File: config.mk
export PLATFORM = sky130hd
export DESIGN_NAME = prihandler
export DESIGN_NICKNAME = d
export VERILOG_FILES = /design/src/hw/prihandler_pkg.sv /design/src/hw/property_delay_chain.sv /design/src/hw/property_shifter.sv /design/src/hw/obj_pixel_latch.sv /design/src/hw/prmode_decoder.sv /design/src/hw/layer_mixer.sv /design/src/hw/prihandler.sv
export SDC_FILE = /design/constraint.sdc
export NUM_CORES = 1
export LEC_CHECK = 0
export BUFFER_PORTS_ARGS = -buffer_cell sky130_fd_sc_hd__clkbuf_2
export CAP_MARGIN = 20
export CELL_PAD_IN_SITES_DETAIL_PLACEMENT = 1
export CELL_PAD_IN_SITES_GLOBAL_PLACEMENT = 1
export CORE_ASPECT_RATIO = 1.2
export CORE_UTILIZATION = 48
export CTS_BUF_LIST = sky130_fd_sc_hd__clkbuf_4 sky130_fd_sc_hd__clkbuf_8
export CTS_CLUSTER_DIAMETER = 50
export DETAILED_ROUTE_END_ITERATION = 16
export PLACE_DENSITY = 0.78
export RECOVER_POWER = 50
export SKIP_LAST_GASP = 1
export SLEW_MARGIN = 30
export SYNTH_ARGS = -nofsm -noshare
export SYNTH_HDL_FRONTEND = slang
export SYNTH_SLANG_ARGS = --single-unit
File: constraint.sdc
create_clock -name i_EMU_MCLK -period 3.08 [get_ports i_EMU_MCLK]
set_input_delay 0 -clock i_EMU_MCLK [delete_from_list [all_inputs] [get_ports i_EMU_MCLK]]
set_output_delay 0 -clock i_EMU_MCLK [all_outputs]
set_load 0.02 [all_outputs]
File: src/hw/prihandler_pkg.sv
// Priority handler shared types and layer ordering
package prihandler_pkg;

    localparam int PIXEL_W     = 4;                    // Tilemap pixel
    localparam int PALETTE_W   = 7;                    // Tile palette field
    localparam int OBJ_PIXEL_W = 8;                    // Sprite pixel
    localparam int CD_W        = PALETTE_W + PIXEL_W;  // Palette code out

    typedef enum logic [1:0] {
        layer_tma = 2'd0,
        layer_tmb = 2'd1,
        layer_obj = 2'd2
    } layer_t;

    // Each name lists its layers front to back
    typedef enum logic [3:0] {
        prm_a, prm_b, prm_o, prm_a_b, prm_a_b_o, prm_a_o, prm_a_o_b, prm_b_a,
        prm_b_a_o, prm_b_o, prm_b_o_a, prm_o_a, prm_o_a_b, prm_o_b, prm_o_b_a
    } prmode_t;

    typedef struct packed {
        logic [3:0]           pr;
        logic                 flip;
        logic [PALETTE_W-1:0] palette;
    } tma_prop_t;

    typedef struct packed {
        logic [1:0]           pr;
        logic                 flip;
        logic [PALETTE_W-1:0] palette;
    } tmb_prop_t;

    typedef struct packed {
        logic [1:0]   len;       // Layers in use
        layer_t [2:0] order;     // order[0] is the front layer
        layer_t       fallback;  // Shown when nothing listed is opaque
    } mode_order_t;

    function automatic mode_order_t make_order(logic [1:0] len, layer_t l0, layer_t l1,
                                               layer_t l2);
        mode_order_t r;
        logic        has_obj;
        r.len      = len;
        r.order[0] = l0;
        r.order[1] = l1;
        r.order[2] = l2;
        has_obj    = 1'b0;
        for (int i = 0; i < 3; i++) begin
            if (i < int'(len) && r.order[i] == layer_obj) has_obj = 1'b1;
        end
        // Object shows through unless tilemap A is the front layer
        r.fallback = (has_obj && l0 != layer_tma) ? layer_obj : l0;
        return r;
    endfunction

    function automatic mode_order_t mode_order(prmode_t mode);
        case (mode)
            prm_b:     return make_order(2'd1, layer_tmb, layer_tmb, layer_tmb);
            prm_o:     return make_order(2'd1, layer_obj, layer_obj, layer_obj);
            prm_a_b:   return make_order(2'd2, layer_tma, layer_tmb, layer_tmb);
            prm_a_b_o: return make_order(2'd3, layer_tma, layer_tmb, layer_obj);
            prm_a_o:   return make_order(2'd2, layer_tma, layer_obj, layer_obj);
            prm_a_o_b: return make_order(2'd3, layer_tma, layer_obj, layer_tmb);
            prm_b_a:   return make_order(2'd2, layer_tmb, layer_tma, layer_tma);
            prm_b_a_o: return make_order(2'd3, layer_tmb, layer_tma, layer_obj);
            prm_b_o:   return make_order(2'd2, layer_tmb, layer_obj, layer_obj);
            prm_b_o_a: return make_order(2'd3, layer_tmb, layer_obj, layer_tma);
            prm_o_a:   return make_order(2'd2, layer_obj, layer_tma, layer_tma);
            prm_o_a_b: return make_order(2'd3, layer_obj, layer_tma, layer_tmb);
            prm_o_b:   return make_order(2'd2, layer_obj, layer_tmb, layer_tmb);
            prm_o_b_a: return make_order(2'd3, layer_obj, layer_tmb, layer_tma);
            default:   return make_order(2'd1, layer_tma, layer_tma, layer_tma);
        endcase
    endfunction

endpackage

File: src/hw/property_delay_chain.sv
// Strobe-loaded property delay chain
`timescale 1ns/1ps

module property_delay_chain #(
    parameter int  DEPTH     = 3,
    parameter type payload_t = logic [7:0]
) (
    input  logic             i_EMU_MCLK,
    input  logic             i_reset,
    input  logic             i_clk6m_cen_n,
    input  logic [DEPTH-1:0] i_load_n,     // Bit k loads stage k, active low
    input  payload_t         i_data,
    output payload_t         o_prev,
    output payload_t         o_last
);

    payload_t stage_q  [DEPTH];
    payload_t stage_in [DEPTH];

    assign stage_in[0] = i_data;

    genvar k;
    generate
        for (k = 1; k < DEPTH; k++) begin : g_link
            assign stage_in[k] = stage_q[k-1];  // Previous stage feeds forward
        end
    endgenerate

    always_ff @(posedge i_EMU_MCLK) begin
        if (i_reset) begin
            for (int s = 0; s < DEPTH; s++) begin
                stage_q[s] <= '0;
            end
        end else if (!i_clk6m_cen_n) begin
            for (int s = 0; s < DEPTH; s++) begin
                if (!i_load_n[s]) stage_q[s] <= stage_in[s];
            end
        end
    end

    assign o_last = stage_q[DEPTH-1];
    assign o_prev = stage_q[DEPTH-2];

    // Timing strobes of one chain never overlap
    a_single_load : assert property (@(posedge i_EMU_MCLK) disable iff (i_reset)
        !i_clk6m_cen_n |-> $onehot0(~i_load_n))
        else $error("property chain loads two stages at once");

endmodule

File: src/hw/property_shifter.sv
// Tilemap A and B property shifter
`timescale 1ns/1ps

module property_shifter import prihandler_pkg::*; #(
    parameter int TMA_DEPTH = 4,
    parameter int TMB_DEPTH = 3
) (
    input  logic                 i_EMU_MCLK,
    input  logic                 i_reset,
    input  logic                 i_clk6m_cen_n,
    input  logic                 i_abs_n1h,
    input  logic                 i_abs_n2n3h,
    input  logic                 i_abs_n6n7h,
    input  logic                 i_shifta1,
    input  logic                 i_shifta2,
    input  logic                 i_shiftb,
    input  logic [3:0]           i_pr,
    input  logic                 i_vhff,
    input  logic [PALETTE_W-1:0] i_vc,
    output tma_prop_t            o_a_prop,
    output tmb_prop_t            o_b_prop,
    output logic                 o_a_flip,
    output logic                 o_b_flip
);

    logic                 p3_n;      // Pixel 3 strobe
    logic                 p7_n;      // Pixel 7 strobe
    logic [TMA_DEPTH-1:0] a_load_n;
    logic [TMB_DEPTH-1:0] b_load_n;
    tma_prop_t            a_in;
    tmb_prop_t            b_in;
    tma_prop_t            a_prev;

    assign p3_n = i_abs_n2n3h | i_abs_n1h;
    assign p7_n = i_abs_n6n7h | i_abs_n1h;

    ////////////////////////////////////////////////////////////
    // Strobe routing, stage 1 in bit 0

    assign a_load_n = {i_shifta2, i_shifta1, p7_n, p3_n};
    assign b_load_n = {i_shiftb, p3_n, p7_n};

    assign a_in = '{pr: i_pr, flip: i_vhff, palette: i_vc};
    assign b_in = '{pr: i_pr[1:0], flip: i_vhff, palette: i_vc};

    property_delay_chain #(.DEPTH(TMA_DEPTH), .payload_t(tma_prop_t)) tma_chain_i (
        .i_EMU_MCLK   (i_EMU_MCLK),
        .i_reset      (i_reset),
        .i_clk6m_cen_n(i_clk6m_cen_n),
        .i_load_n     (a_load_n),
        .i_data       (a_in),
        .o_prev       (a_prev),
        .o_last       (o_a_prop)
    );

    property_delay_chain #(.DEPTH(TMB_DEPTH), .payload_t(tmb_prop_t)) tmb_chain_i (
        .i_EMU_MCLK   (i_EMU_MCLK),
        .i_reset      (i_reset),
        .i_clk6m_cen_n(i_clk6m_cen_n),
        .i_load_n     (b_load_n),
        .i_data       (b_in),
        .o_prev       (),
        .o_last       (o_b_prop)
    );

    assign o_a_flip = a_prev.flip;    // A stage 3
    assign o_b_flip = o_b_prop.flip;  // B stage 3

endmodule

File: src/hw/obj_pixel_latch.sv
// Sprite pixel pair latch
`timescale 1ns/1ps

module obj_pixel_latch import prihandler_pkg::*; (
    input  logic                     i_EMU_MCLK,
    input  logic                     i_reset,
    input  logic                     i_clk6m_cen_n,
    input  logic                     i_abs_n1h,
    input  logic                     i_hflip,
    input  logic [2*OBJ_PIXEL_W-1:0] i_objbuf_data,
    output logic [OBJ_PIXEL_W-1:0]   o_obj_pixel,
    output logic                     o_obj_opaque
);

    logic [OBJ_PIXEL_W-1:0] pix_even_q;
    logic [OBJ_PIXEL_W-1:0] pix_odd_q;
    logic                   sel_odd;

    always_ff @(posedge i_EMU_MCLK) begin
        if (i_reset) begin
            pix_even_q <= '0;
            pix_odd_q  <= '0;
        end else if (!i_clk6m_cen_n && !i_abs_n1h) begin  // Every odd pixel
            pix_odd_q  <= i_objbuf_data[2*OBJ_PIXEL_W-1:OBJ_PIXEL_W];
            pix_even_q <= i_objbuf_data[OBJ_PIXEL_W-1:0];
        end
    end

    // Flip reverses the order inside the pair
    assign sel_odd      = ~i_abs_n1h ^ i_hflip;
    assign o_obj_pixel  = sel_odd ? pix_odd_q : pix_even_q;
    assign o_obj_opaque = |o_obj_pixel[3:0];  // Colour 0 is transparent

endmodule

File: src/hw/prmode_decoder.sv
// Priority code decoder
`timescale 1ns/1ps

module prmode_decoder import prihandler_pkg::*; (
    input  logic [3:0] i_a_pr,
    input  logic [1:0] i_b_pr,
    output prmode_t    o_mode
);

    logic [5:0] code;

    assign code = {i_b_pr, i_a_pr};  // B pr high, A pr low

    ////////////////////////////////////////////////////////////
    // Plain ordering modes only

    always_comb begin
        casez (code)
            6'b??_0101:             o_mode = prm_a;
            6'b?1_1101:             o_mode = prm_a_b;
            6'b?1_1111:             o_mode = prm_a_b_o;
            6'b??_0111:             o_mode = prm_a_o;
            6'b10_1111:             o_mode = prm_a_o_b;
            6'b01_00??:             o_mode = prm_b;
            6'b01_10?1:             o_mode = prm_b_a;
            6'b11_10?1:             o_mode = prm_b_a_o;
            6'b11_00??, 6'b11_1000: o_mode = prm_b_o;
            6'b11_1010:             o_mode = prm_b_o_a;
            6'b00_00??, 6'b00_1?00,
            6'b??_0100:             o_mode = prm_o;
            6'b??_0110, 6'b00_1110: o_mode = prm_o_a;
            6'b10_1110:             o_mode = prm_o_a_b;
            6'b10_00??, 6'b10_1000: o_mode = prm_o_b;
            6'b10_1010:             o_mode = prm_o_b_a;
            default:                o_mode = prm_a;  // Unused codes show A
        endcase
    end

endmodule

File: src/hw/layer_mixer.sv
// Layer selection and palette code register
`timescale 1ns/1ps

module layer_mixer import prihandler_pkg::*; (
    input  logic                   i_EMU_MCLK,
    input  logic                   i_reset,
    input  logic                   i_clk6m_cen_n,
    input  prmode_t                i_mode,
    input  logic                   i_a_opaque,
    input  logic                   i_b_opaque,
    input  logic                   i_obj_opaque,
    input  logic [PALETTE_W-1:0]   i_a_palette,
    input  logic [PALETTE_W-1:0]   i_b_palette,
    input  logic [PIXEL_W-1:0]     i_a_pixel,
    input  logic [PIXEL_W-1:0]     i_b_pixel,
    input  logic [OBJ_PIXEL_W-1:0] i_obj_pixel,
    output logic [CD_W-1:0]        o_cd
);

    mode_order_t     ord;
    logic [2:0]      opaque;   // Indexed by layer_t
    layer_t          layer;
    logic [CD_W-1:0] cd_next;

    assign ord    = mode_order(i_mode);
    assign opaque = {i_obj_opaque, i_b_opaque, i_a_opaque};

    ////////////////////////////////////////////////////////////
    // Front-most opaque layer wins

    always_comb begin
        layer = ord.fallback;
        for (int i = 2; i >= 0; i--) begin
            if (i < int'(ord.len) && opaque[ord.order[i]]) begin
                layer = ord.order[i];
            end
        end
    end

    always_comb begin
        case (layer)
            layer_tma: cd_next = {i_a_palette, i_a_pixel};
            layer_tmb: cd_next = {i_b_palette, i_b_pixel};
            default:   cd_next = {{(CD_W-OBJ_PIXEL_W){1'b0}}, i_obj_pixel};
        endcase
    end

    always_ff @(posedge i_EMU_MCLK) begin
        if (i_reset) begin
            o_cd <= '0;
        end else if (!i_clk6m_cen_n) begin
            o_cd <= cd_next;
        end
    end

    // Sprite codes land in the low palette bank
    a_obj_bank : assert property (@(posedge i_EMU_MCLK) disable iff (i_reset)
        (!i_clk6m_cen_n && layer == layer_obj) |=> o_cd[CD_W-1:OBJ_PIXEL_W] == '0)
        else $error("object code with nonzero upper bits");

endmodule

File: src/hw/prihandler.sv
// Tilemap and sprite priority handler
`timescale 1ns/1ps

module prihandler import prihandler_pkg::*; #(
    parameter int TMA_DEPTH = 4,
    parameter int TMB_DEPTH = 3
) (
    input  logic                     i_EMU_MCLK,
    input  logic                     i_reset,
    input  logic                     i_clk6m_cen_n,
    input  logic                     i_hflip,
    input  logic                     i_shifta1,
    input  logic                     i_shifta2,
    input  logic                     i_shiftb,
    input  logic                     i_abs_n1h,
    input  logic                     i_abs_n6n7h,
    input  logic                     i_abs_n2n3h,
    input  logic [PIXEL_W-1:0]       i_a_pixel,
    input  logic [PIXEL_W-1:0]       i_b_pixel,
    input  logic [2*OBJ_PIXEL_W-1:0] i_objbuf_data,
    input  logic                     i_a_trn_n,    // High when A pixel is opaque
    input  logic                     i_b_trn_n,
    input  logic                     i_vhff,
    input  logic [PALETTE_W-1:0]     i_vc,
    input  logic [3:0]               i_pr,
    output logic                     o_a_flip,
    output logic                     o_b_flip,
    output logic [CD_W-1:0]          o_cd
);

    tma_prop_t              a_prop;
    tmb_prop_t              b_prop;
    logic [OBJ_PIXEL_W-1:0] obj_pixel;
    logic                   obj_opaque;
    prmode_t                mode;

    property_shifter #(.TMA_DEPTH(TMA_DEPTH), .TMB_DEPTH(TMB_DEPTH)) shifter_i (
        .i_EMU_MCLK(i_EMU_MCLK), .i_reset(i_reset), .i_clk6m_cen_n(i_clk6m_cen_n),
        .i_abs_n1h(i_abs_n1h), .i_abs_n2n3h(i_abs_n2n3h), .i_abs_n6n7h(i_abs_n6n7h),
        .i_shifta1(i_shifta1), .i_shifta2(i_shifta2), .i_shiftb(i_shiftb),
        .i_pr(i_pr), .i_vhff(i_vhff), .i_vc(i_vc),
        .o_a_prop(a_prop), .o_b_prop(b_prop),
        .o_a_flip(o_a_flip), .o_b_flip(o_b_flip)
    );

    obj_pixel_latch obj_latch_i (
        .i_EMU_MCLK(i_EMU_MCLK), .i_reset(i_reset), .i_clk6m_cen_n(i_clk6m_cen_n),
        .i_abs_n1h(i_abs_n1h), .i_hflip(i_hflip), .i_objbuf_data(i_objbuf_data),
        .o_obj_pixel(obj_pixel), .o_obj_opaque(obj_opaque)
    );

    prmode_decoder decoder_i (
        .i_a_pr(a_prop.pr), .i_b_pr(b_prop.pr), .o_mode(mode)
    );

    layer_mixer mixer_i (
        .i_EMU_MCLK(i_EMU_MCLK), .i_reset(i_reset), .i_clk6m_cen_n(i_clk6m_cen_n),
        .i_mode(mode),
        .i_a_opaque(i_a_trn_n), .i_b_opaque(i_b_trn_n), .i_obj_opaque(obj_opaque),
        .i_a_palette(a_prop.palette), .i_b_palette(b_prop.palette),
        .i_a_pixel(i_a_pixel), .i_b_pixel(i_b_pixel), .i_obj_pixel(obj_pixel),
        .o_cd(o_cd)
    );

endmodule

**After elaboration in Yosys (flattened, before gate mapping)**

Memory sizes are Yosys's and may differ from the RTL's.
Cells that the tools add are included.

- $add $sub $neg: 0
- Multiply operators: 0
- Div/mod/pow operators: 0
- Order comparisons: 6
- Eq/ne operators: 19
- Shifts and indexed selects: 0
- Mux-type cells: 41
- Bitwise operators: 11
- Reduce and logical (&&, ||, !) cells: 13

Operators with widths:

| operator | count |
|---|---|
| 4-bit one-hot mux with 14 select lines | 1 |
| 12-bit 2-to-1 mux | 4 |
| 6-bit == test, second input constant | 6 |
| 10-bit 2-to-1 mux | 3 |
| 1-bit 2-to-1 mux | 25 |
| 11-bit one-hot mux with 2 select lines | 1 |
| 4-bit by 3-bit == test with 1-bit output, second input constant | 4 |
| 5-bit == test, second input constant | 3 |
| 2-bit by 3-bit < comparator with 1-bit output, second input constant | 3 |
| 1-bit bitwise OR | 9 |
| 4-bit == test, second input constant | 2 |
| 8-bit 2-to-1 mux | 1 |
| 1-bit binary-select mux with 2-bit select | 3 |
| 6-bit by 4-bit == test with 1-bit output, second input constant | 1 |
| 2-bit 2-to-1 mux | 3 |
| 2-bit OR reduction | 3 |
| 5-bit by 3-bit == test with 1-bit output, second input constant | 1 |
| 5-bit by 4-bit == test with 1-bit output, second input constant | 1 |
| 1-bit logical AND | 4 |
| 4-bit zero test | 1 |
| 1-bit by 2-bit < comparator with 1-bit output, first input constant | 2 |
| 4-bit OR reduction | 1 |
| 3-bit OR reduction | 1 |
| 2-bit by 1-bit == test with 1-bit output, second input constant | 1 |
| other kinds (5) | 6 |

- Flip-flop bits (word level): 27
- Bits in latches: 0
- RAM bits: 78
- Memory bits (read-only): 160
- Output and inout bits: 13
- Memories kept: 3

Memory list:

| name | words | width | rd ports | clocked after memory_dff | write ports | RTL line | RTL |
|---|---|---|---|---|---|---|---|
| (name not given) | 16 | 10 | 1 | 0 | 0 | prihandler_pkg.sv:57 | `case (mode)` |
| shifter_i.tma_chain_i.stage_q | 4 | 12 | 4 | 0 | 4 | property_delay_chain.sv:17 | `payload_t stage_q [DEPTH];` |
| shifter_i.tmb_chain_i.stage_q | 3 | 10 | 3 | 0 | 3 | property_delay_chain.sv:17 |  |

**Longest topological paths before layout**

Gate-level depths: netlist of the first run.

- Depth after elaboration: 12
- Mapped depth: 10
- Mapped depth without buffers: 7

**Cells and area by module**

From an unflattened synthesis of the first run, not the netlist that was laid out.

- Cell total of the unflattened synthesis: 503
- Area, all modules: 6190.9 um^2

By module, submodules not included:

| module | times used | cells each | area each (um^2) | sequential area each (um^2) |
|---|---|---|---|---|
| property_delay_chain at shifter_i.tma_chain_i | 1 | 128 | 2459.9 | 1441.4 |
| layer_mixer | 1 | 165 | 1403.8 | 220.2 |
| property_delay_chain at shifter_i.tmb_chain_i | 1 | 81 | 1236.2 | 900.9 |
| obj_pixel_latch | 1 | 84 | 793.3 | 320.3 |
| prmode_decoder | 1 | 42 | 277.8 | 0.0 |
| property_shifter | 1 | 3 | 20.0 | 0.0 |

**Least setup slack after synthesis of the first run**

No wires, ideal clock.

- Path kind: input port to flip-flop
- Start: in i_clk6m_cen_n
- End: mem shifter_i.tma_chain_i.stage_q[0][0] in the netlist's numbering, enable pin
- Setup time: 0.406 ns
- Data arrival time: 1.967 ns
- Required time: 2.674 ns
- Slack: 0.708 ns
- Stages: 5
- Path buffers: 3
- Cells stage by stage: clkbuf_1 > or2_2 > clkbuf_1 > buf_1 > o21bai_1

RTL lines:

| element | RTL line | RTL |
|---|---|---|
| start, declared | prihandler.sv:10 | `input logic i_clk6m_cen_n,` |
| end, declared | property_delay_chain.sv:17 |  |

==> impl_results.md, run 1 <==
- FF-to-FF setup slack: 0.22 ns
- Vias in the first global route: 3672
- Final worst setup slack: 0.221 ns
- Worst rel slew slack: -11.7%
- Crit Path Max Fanout: 13
- Max Fclk: 0.350 GHz
- Post-synth EDFFs: 77
- #FFs+latches synth: 104
- Core Region: 9660 sq um
- Pre-CTS setup slack: 0.0612 ns
- IO buf count: 60
- Cells after Synth: 423
- Post-DP HPWL: 7.45 mm
- Fraction of layout cells with a size suffix above 1: 19.3%
- Cell Rows: 39
- Post-synthesis sequential area ratio: 59.2%
- Yosys warnings: 0
- Post-synth top area share: 48.0%
- Grt total ovfl: 0
- Outcome: finished, violations left
- Leakage power: 2.10 nW
- Startpoint types: register
- Critical path cell sequence: buf_4 -> or2_2 -> o22a_1 -> o221a_2 -> a211oi_2 -> o31a_2 -> o21ai_0 -> a311oi_1
- Worst Max-Slew Pin Slew: 1.68 ns
- Distinct cells, synth: 60
- Min cycle time layout: 2.86 ns
- # diodes: 0
- Commonest non-fill, non-tap cells in the layout: 77 x edfxtp_1, 45 x clkbuf_2, 40 x nand2_1, 36 x dlygate4sd3_1, 35 x and2_1
- Post-CTS setup buffers: 0
- Layout area overhead: 19.5%
- HP Start: i_shiftb
- RePlAce Congestion: 0.894
- Die height: 112 microns
- Post-synth top flop: edfxtp_1
- Setup TNS: 0 ns
- Worst skew pair latency: 0.36 ns
- Commonest non-fill, non-tap cell in the layout: edfxtp_1
- Max-cap violation count: 1
- Residual DRC: 0
- Worst IR Drop VDD: 0.347 mV
- TritonCTS Sinks: 104
- Die ar.: 10400 sq um
- Largest net degree at the start of global routing: 39
- Post-Route WL: 11.0 mm
- Post-synth ARST share: 0%
- Syn avg cell area: 11.4 sq um
- Initial drt markers: 108
- Failing checks: max-capacitance violations, max-slew violations
- Max-slew violations: 39
- Critical path arrival: 3.09 ns
- Setup Viol. Count Final: 0
- CTS tree: yes
- CP Capture Type: register
- CTS max path bufs: 2
- Crit path to: mixer_i.o_cd[9]
- R2R depth: 8
- DR vias: 3513
- CTS buffer count: 9
- Post-layout total power: 2.81 mW
- Root Driver: clkbuf_8
- Dpl cells: 588
- Area leader, netlist: edfxtp_1
- Starting Density: 49.9%
- Width of the die: 93.5 microns
- Initial antenna violation count: 0
- Initial DRT Pass Iterations: 4
- Crit path from: shifter_i.tmb_chain_i.stage_q[0][29]
- HP Class: in -> reg
- Netlist Area Pre-Place: 4820 sq um
- WL/cell: 17.3 microns
- Net Count, Synth: 471
- R2R Path End: mixer_i.o_cd[9]
- Routed vias/inst: 5.49
- Pwr/cell area: 489 nW/um^2
- Largest cells by area after synthesis: edfxtp_1 48%, dfxtp_1 11%, and2_1 6.1%, nor2b_1 4.0%, nand2_1 3.1%
- RSZ-0062 raised after global routing: false
- Worst-path clk slew: 0.09 ns
- Critical R2R Launch: shifter_i.tmb_chain_i.stage_q[0][29]
- CP Data Required Time: 3.32 ns
- Slowest CP cell: edfxtp_1
- # IOs: 61
- Clock Skews: 0.0120 ns
- H-tree levels: 3
- Final hold vios: 0
- Final Cycle Share: 92.8%
- Post-route ant nets: 0
- Final core occ: 59.6%
- Fillers: 1031
- GRT Util Overall: 22.6%
- Critical path class: reg -> reg
- First-pass GRT wire length: 18.1 mm
- CP peak stage delay: 0.58 ns
- Final #Nets: 560
- Final non-filler cell total: 640
[synthesized netlist by cell type, types with 3 or more instances]
| library cell | n |
|---|---|
| a21oi_1 | 22 |
| a311oi_1 | 11 |
| a31oi_1 | 9 |
| and2_1 | 47 |
| and3_1 | 3 |
| buf_2 | 9 |
| clkbuf_1 | 20 |
| dfxtp_1 | 27 |
| edfxtp_1 | 77 |
| inv_1 | 5 |
| mux2_2 | 9 |
| nand2_1 | 40 |
| nand2b_1 | 3 |
| nand3_1 | 3 |
| nor2_1 | 14 |
| nor2b_1 | 31 |
| nor3_1 | 8 |
| o2111ai_1 | 11 |
| o21ai_0 | 17 |
| o21bai_1 | 7 |
| or2_2 | 3 |
[registers in the layout, indices dropped and copies added (netlist names)]
register                       flops
obj_latch_i.pix_odd_q              8
shifter_i.tma_chain_i.stage_q     47
obj_latch_i.pix_even_q             8
shifter_i.tmb_chain_i.stage_q     30
mixer_i.o_cd                      11
[worst min path at each step]
stage,to,cells after the start
after floorplan,obj_latch_i.pix_odd_q[4],2
after global placement,obj_latch_i.pix_odd_q[1],3
after detailed placement,obj_latch_i.pix_odd_q[2],3
after CTS,shifter_i.tmb_chain_i.stage_q[0][27],4
after global routing,shifter_i.tmb_chain_i.stage_q[0][27],4
final,shifter_i.tmb_chain_i.stage_q[0][27],4
[final cells by class]
class	instances	area, sq um	share of cell area, %
Tap cell	123	154	2.67
Multi-Input combinational cell	279	1810	31.4
Clock buffer	10	131	2.28
Timing Repair Buffer	113	754	13.1
Clock inverter	6	36.3	0.630
Inverter	5	18.8	0.326
Sequential cell	104	2850	49.6
[critical path, delay by kind of cell, from the launching register on]
family	cells	cell delay [ns]
flip-flops	1	0.58
buffers and inverters	1	0.25
AO/OA/AOI/OAI	6	1.59
AND/OR/NAND/NOR	1	0.31
[through the flow]
step,cell area (sq um),hold slack (ns)
global placement,5240,0.226
detailed placement,5250,0.232
CTS,5780,0.173
finish,5760,0.185
floorplan,4820,0.136
global route,5760,0.198
[routing by layer]
| metal | GRT usage, % | routed length (microns) | vias to the layer above | share of wire, % |
|---|---|---|---|---|
| met5 | 0 | 0 | - | 0 |
| met4 | 8.10 | 175 | 0 | 1.6 |
| met1 | 26.2 | 4500 | 1704 | 41 |
| met3 | 4.51 | 320 | 13 | 2.9 |
| met2 | 40.9 | 6050 | 74 | 55 |
| li1 | - | - | 1722 | - |
[cell families after synthesis]
| group | Yosys count | share of synthesized area (%) |
|---|---|---|
| multiplexers | 10 | 2.31 |
| flip-flops | 104 | 59.2 |
| AO/OA/AOI/OAI | 100 | 15.0 |
| buffers and inverters | 40 | 3.84 |
| XOR/XNOR | 2 | 0.519 |
| AND/OR/NAND/NOR | 167 | 19.1 |
[power breakdown]
| part | total, mW | internal [mW] | switching [mW] |
|---|---|---|---|
| logic | 0.433 | 0.181 | 0.252 |
| clock network | 0.739 | 0.296 | 0.443 |
| registers | 1.64 | 1.60 | 0.0429 |
| total | 2.81 | 2.08 | 0.737 |
[what timing repair did]
action,CTS,global route
endpoints found under the hold margin,42,0
setup endpoints to repair,0,9
resized for setup,0,3
hold buffers,36,0
No activity file was read; power rests on OpenSTA's default activity.
==> run 2: changes to the inputs <==
==> constraint.sdc (replaced) <==
create_clock -name i_EMU_MCLK -period 3.08 [get_ports i_EMU_MCLK]
set_input_delay 0 -clock i_EMU_MCLK [delete_from_list [all_inputs] [get_ports i_EMU_MCLK]]
set_output_delay 0 -clock i_EMU_MCLK [all_outputs]
set_load 0.1 [all_outputs]
==> run 2 against run 1 <==
Net effect:
- the flow still finishes with violations (max-capacitance violations, max-slew violations)
- clock-buffer cell count is the same
- design area grew 0.17%
- wire length is essentially flat
- setup slack lost 0.0053 ns
- global-route usage is the same
- die area is the same
- total power grew 3.2%
- sequential power is essentially flat
- critical endpoint unchanged
- highest routed layer unchanged
==> impl_results.md, run 2 (synthesized netlist as in run 1, its figures left out) <==
- Slowest CP cell: edfxtp_1 (unchanged)
- Seq pwr share: 56.5% (was 58.4%)
- Worst Hold Depth: 4 (unchanged)
- Width of the die: 93.5 microns (unchanged)
- Largest Register: shifter_i.tma_chain_i.stage_q (unchanged)
- Setup TNS: 0 ns (unchanged)
- Hold endpoint: shifter_i.tmb_chain_i.stage_q[0][27] (unchanged)
- Final worst setup slack: 0.216 ns (was 0.221 ns)
- R2R depth: 8 (unchanged)
- Startpoint types: register (unchanged)
- Worst IR Drop VDD: 0.347 mV (about the same)
- CP peak stage delay: 0.58 ns (about the same)
- First-pass GRT wire length: 18.1 mm (unchanged)
- Net Sw Frac: 28.5% (was 26.2%)
- Setup Viol. Count Final: 0 (unchanged)
- Post-Route WL: 11.1 mm (was 11.0 mm)
- Initial drt markers: 101 (was 108)
- Critical path arrival: 3.10 ns (was 3.09 ns)
- CP Capture Type: register (unchanged)
- Clock Skews: 0.0120 ns (about the same)
- Final Cycle Share: 93.0% (was 92.8%)
- HP Start: i_shiftb (unchanged)
- IO buf count: 60 (unchanged)
- Part of the power in combinational logic: 18.0% (was 15.4%)
- Post-layout instance area: 5770 sq um (was 5760 sq um)
- Layout area overhead: 19.7% (was 19.5%)
- Crit path buffers/inverters: 1 (unchanged)
- Worst-path clk slew: 0.09 ns (about the same)
- CTS tree: yes (unchanged)
- Cell Rows: 39 (unchanged)
- Worst rel slew slack: -12.5% (was -11.7%)
- Fraction of layout cells with a size suffix above 1: 20.9% (was 19.3%)
- Post-DP HPWL: 7.45 mm (unchanged)
- Commonest non-fill, non-tap cell in the layout: edfxtp_1 (unchanged)
- Core Region: 9660 sq um (unchanged)
- Die height: 112 microns (unchanged)
- Failing checks: max-capacitance violations, max-slew violations (unchanged)
- GRT Util Overall: 22.6% (unchanged)
- CTS max path bufs: 2 (unchanged)
- Grt total ovfl: 0 (unchanged)
- FF-to-FF setup slack: 0.22 ns (about the same)
- WL/cell: 17.3 microns (about the same)
- Commonest non-fill, non-tap cells in the layout: 77 x edfxtp_1, 53 x clkbuf_2, 40 x nand2_1, 36 x dlygate4sd3_1, 31 x nor2b_1 (was 77 x edfxtp_1, 45 x clkbuf_2, 40 x nand2_1, 36 x dlygate4sd3_1, 35 x and2_1)
- Worst Max-Slew Pin Slew: 1.69 ns (was 1.68 ns)
- Initial antenna violation count: 0 (unchanged)
- # IOs: 61 (unchanged)
- Max FFs per register: 47 (unchanged)
- Worst skew pair latency: 0.35 ns (was 0.36 ns)
- H-tree levels: 3 (unchanged)
- Max-slew violations: 39 (unchanged)
- Vias in the first global route: 3672 (unchanged)
- Final #Nets: 560 (unchanged)
- Max Fclk: 0.349 GHz (was 0.350 GHz)
- Min cycle time layout: 2.86 ns (about the same)
- Dpl cell area: 5250 sq um (unchanged)
- CP top delay family: compound AO/OA/AOI/OAI gates (unchanged)
- HP Class: in -> reg (unchanged)
- Root Driver: clkbuf_8 (unchanged)
- Pre-CTS setup slack: 0.0612 ns (unchanged)
- Biggest regs: shifter_i.tma_chain_i.stage_q (47), shifter_i.tmb_chain_i.stage_q (30), mixer_i.o_cd (11) (unchanged)
- CTS buffer count: 9 (unchanged)
- Sw Pwr: 827 uW (was 737 uW)
- TritonCTS Sinks: 104 (unchanged)
- Critical R2R Launch: shifter_i.tmb_chain_i.stage_q[0][29] (unchanged)
- Clock power share: 25.5% (was 26.3%)
- DR vias: 3539 (was 3513)
- Starting Density: 49.9% (unchanged)
- Residual DRC: 0 (unchanged)
- Pwr/cell area: 504 nW/um^2 (was 489 nW/um^2)
- # diodes: 0 (unchanged)
- R2R Path End: mixer_i.o_cd[9] (unchanged)
- Pint: 2.08 mW (about the same)
- Largest net degree at the start of global routing: 39 (unchanged)
- Final hold vios: 0 (unchanged)
- Min Hold Slack: 0.186 ns (was 0.185 ns)
- RSZ-0062 raised after global routing: false (unchanged)
- Critical path depth in cells: 8 (unchanged)
- Max-cap violation count: 1 (unchanged)
- Critical path class: reg -> reg (unchanged)
- CP Data Required Time: 3.31 ns (was 3.32 ns)
- Outcome: finished, violations left (unchanged)
- Routed vias/inst: 5.53 (was 5.49)
- Leakage power: 2.12 nW (was 2.10 nW)
- Post-route ant nets: 0 (unchanged)
- Critical path cell sequence: buf_4 -> or2_2 -> o22a_1 -> o221a_2 -> a211oi_2 -> o31a_2 -> o21ai_0 -> a311oi_1 (unchanged)
- Initial DRT Pass Iterations: 4 (unchanged)
- Crit Path Max Fanout: 13 (unchanged)
- RePlAce Congestion: 0.894 (unchanged)
- Die ar.: 10400 sq um (unchanged)
-- run 2: worst max-delay path by stage --
stage                                          endpoint                                  from  slack (ns)
global placement                        mixer_i.o_cd[9]  shifter_i.tmb_chain_i.stage_q[0][29]        0.08
finish                                  mixer_i.o_cd[9]  shifter_i.tmb_chain_i.stage_q[0][29]        0.22
detailed placement                      mixer_i.o_cd[9]  shifter_i.tmb_chain_i.stage_q[0][29]        0.06
floorplan           shifter_i.tma_chain_i.stage_q[0][0]                         i_clk6m_cen_n        0.71
CTS                                     mixer_i.o_cd[9]  shifter_i.tmb_chain_i.stage_q[0][29]        0.04
global route                            mixer_i.o_cd[4]  shifter_i.tmb_chain_i.stage_q[0][29]        0.07
-- run 2: cell type report --
type / instances / area [sq um]
clock buffers: 10 / 131
clock inverters: 6 / 36.3
fillers: 1031 / 3890
inverters: 5 / 18.8
multi-input cells: 279 / 1810
flip-flops and latches: 104 / 2850
well taps: 123 / 154
repair buffers: 113 / 764
-- run 2: per-stage QoR --
step | util, % | power (mW) | instances
5_1_grt | 59.7 | 3.02 | 640
3_3_place_gp | 54.3 | 2.13 | 588
6_report | 59.7 | 2.91 | 640
3_5_place_dp | 54.3 | 2.16 | 588
2_1_floorplan | - | 2.02 | 423
4_1_cts | 59.8 | 2.92 | 640
-- run 2: metal layers --
metal  part of all wire [%]  track usage (%)
met5                      0                0
met4                    2.0             8.10
met3                    2.8             4.51
met2                     54             40.9
met1                     41             26.2
-- run 2: power groups by stage --
stage               logic (mW)  registers [mW]  clock network (mW)
detailed placement       0.482            1.67                   0
global route             0.565            1.65               0.806
global placement         0.465            1.67                   0
floorplan                0.262            1.76                   0
finish                   0.523            1.64               0.740
CTS                      0.519            1.64               0.760
-- run 2: what timing repair did --
item                                   in CTS  in global routing
setup endpoints to repair                   0                  9
resized for setup                           0                  3
endpoints found under the hold margin      42                  0
hold buffers                               36                  0
setup buffers                               0                  0
-- run 2: worst register-to-register path: cells and delay by family, from the launching register on --
| family | cells | cell delay (ns) |
|---|---|---|
| flip-flops | 1 | 0.58 |
| AND/OR/NAND/NOR | 1 | 0.31 |
| AO/OA/AOI/OAI | 6 | 1.60 |
| buffers and inverters | 1 | 0.25 |
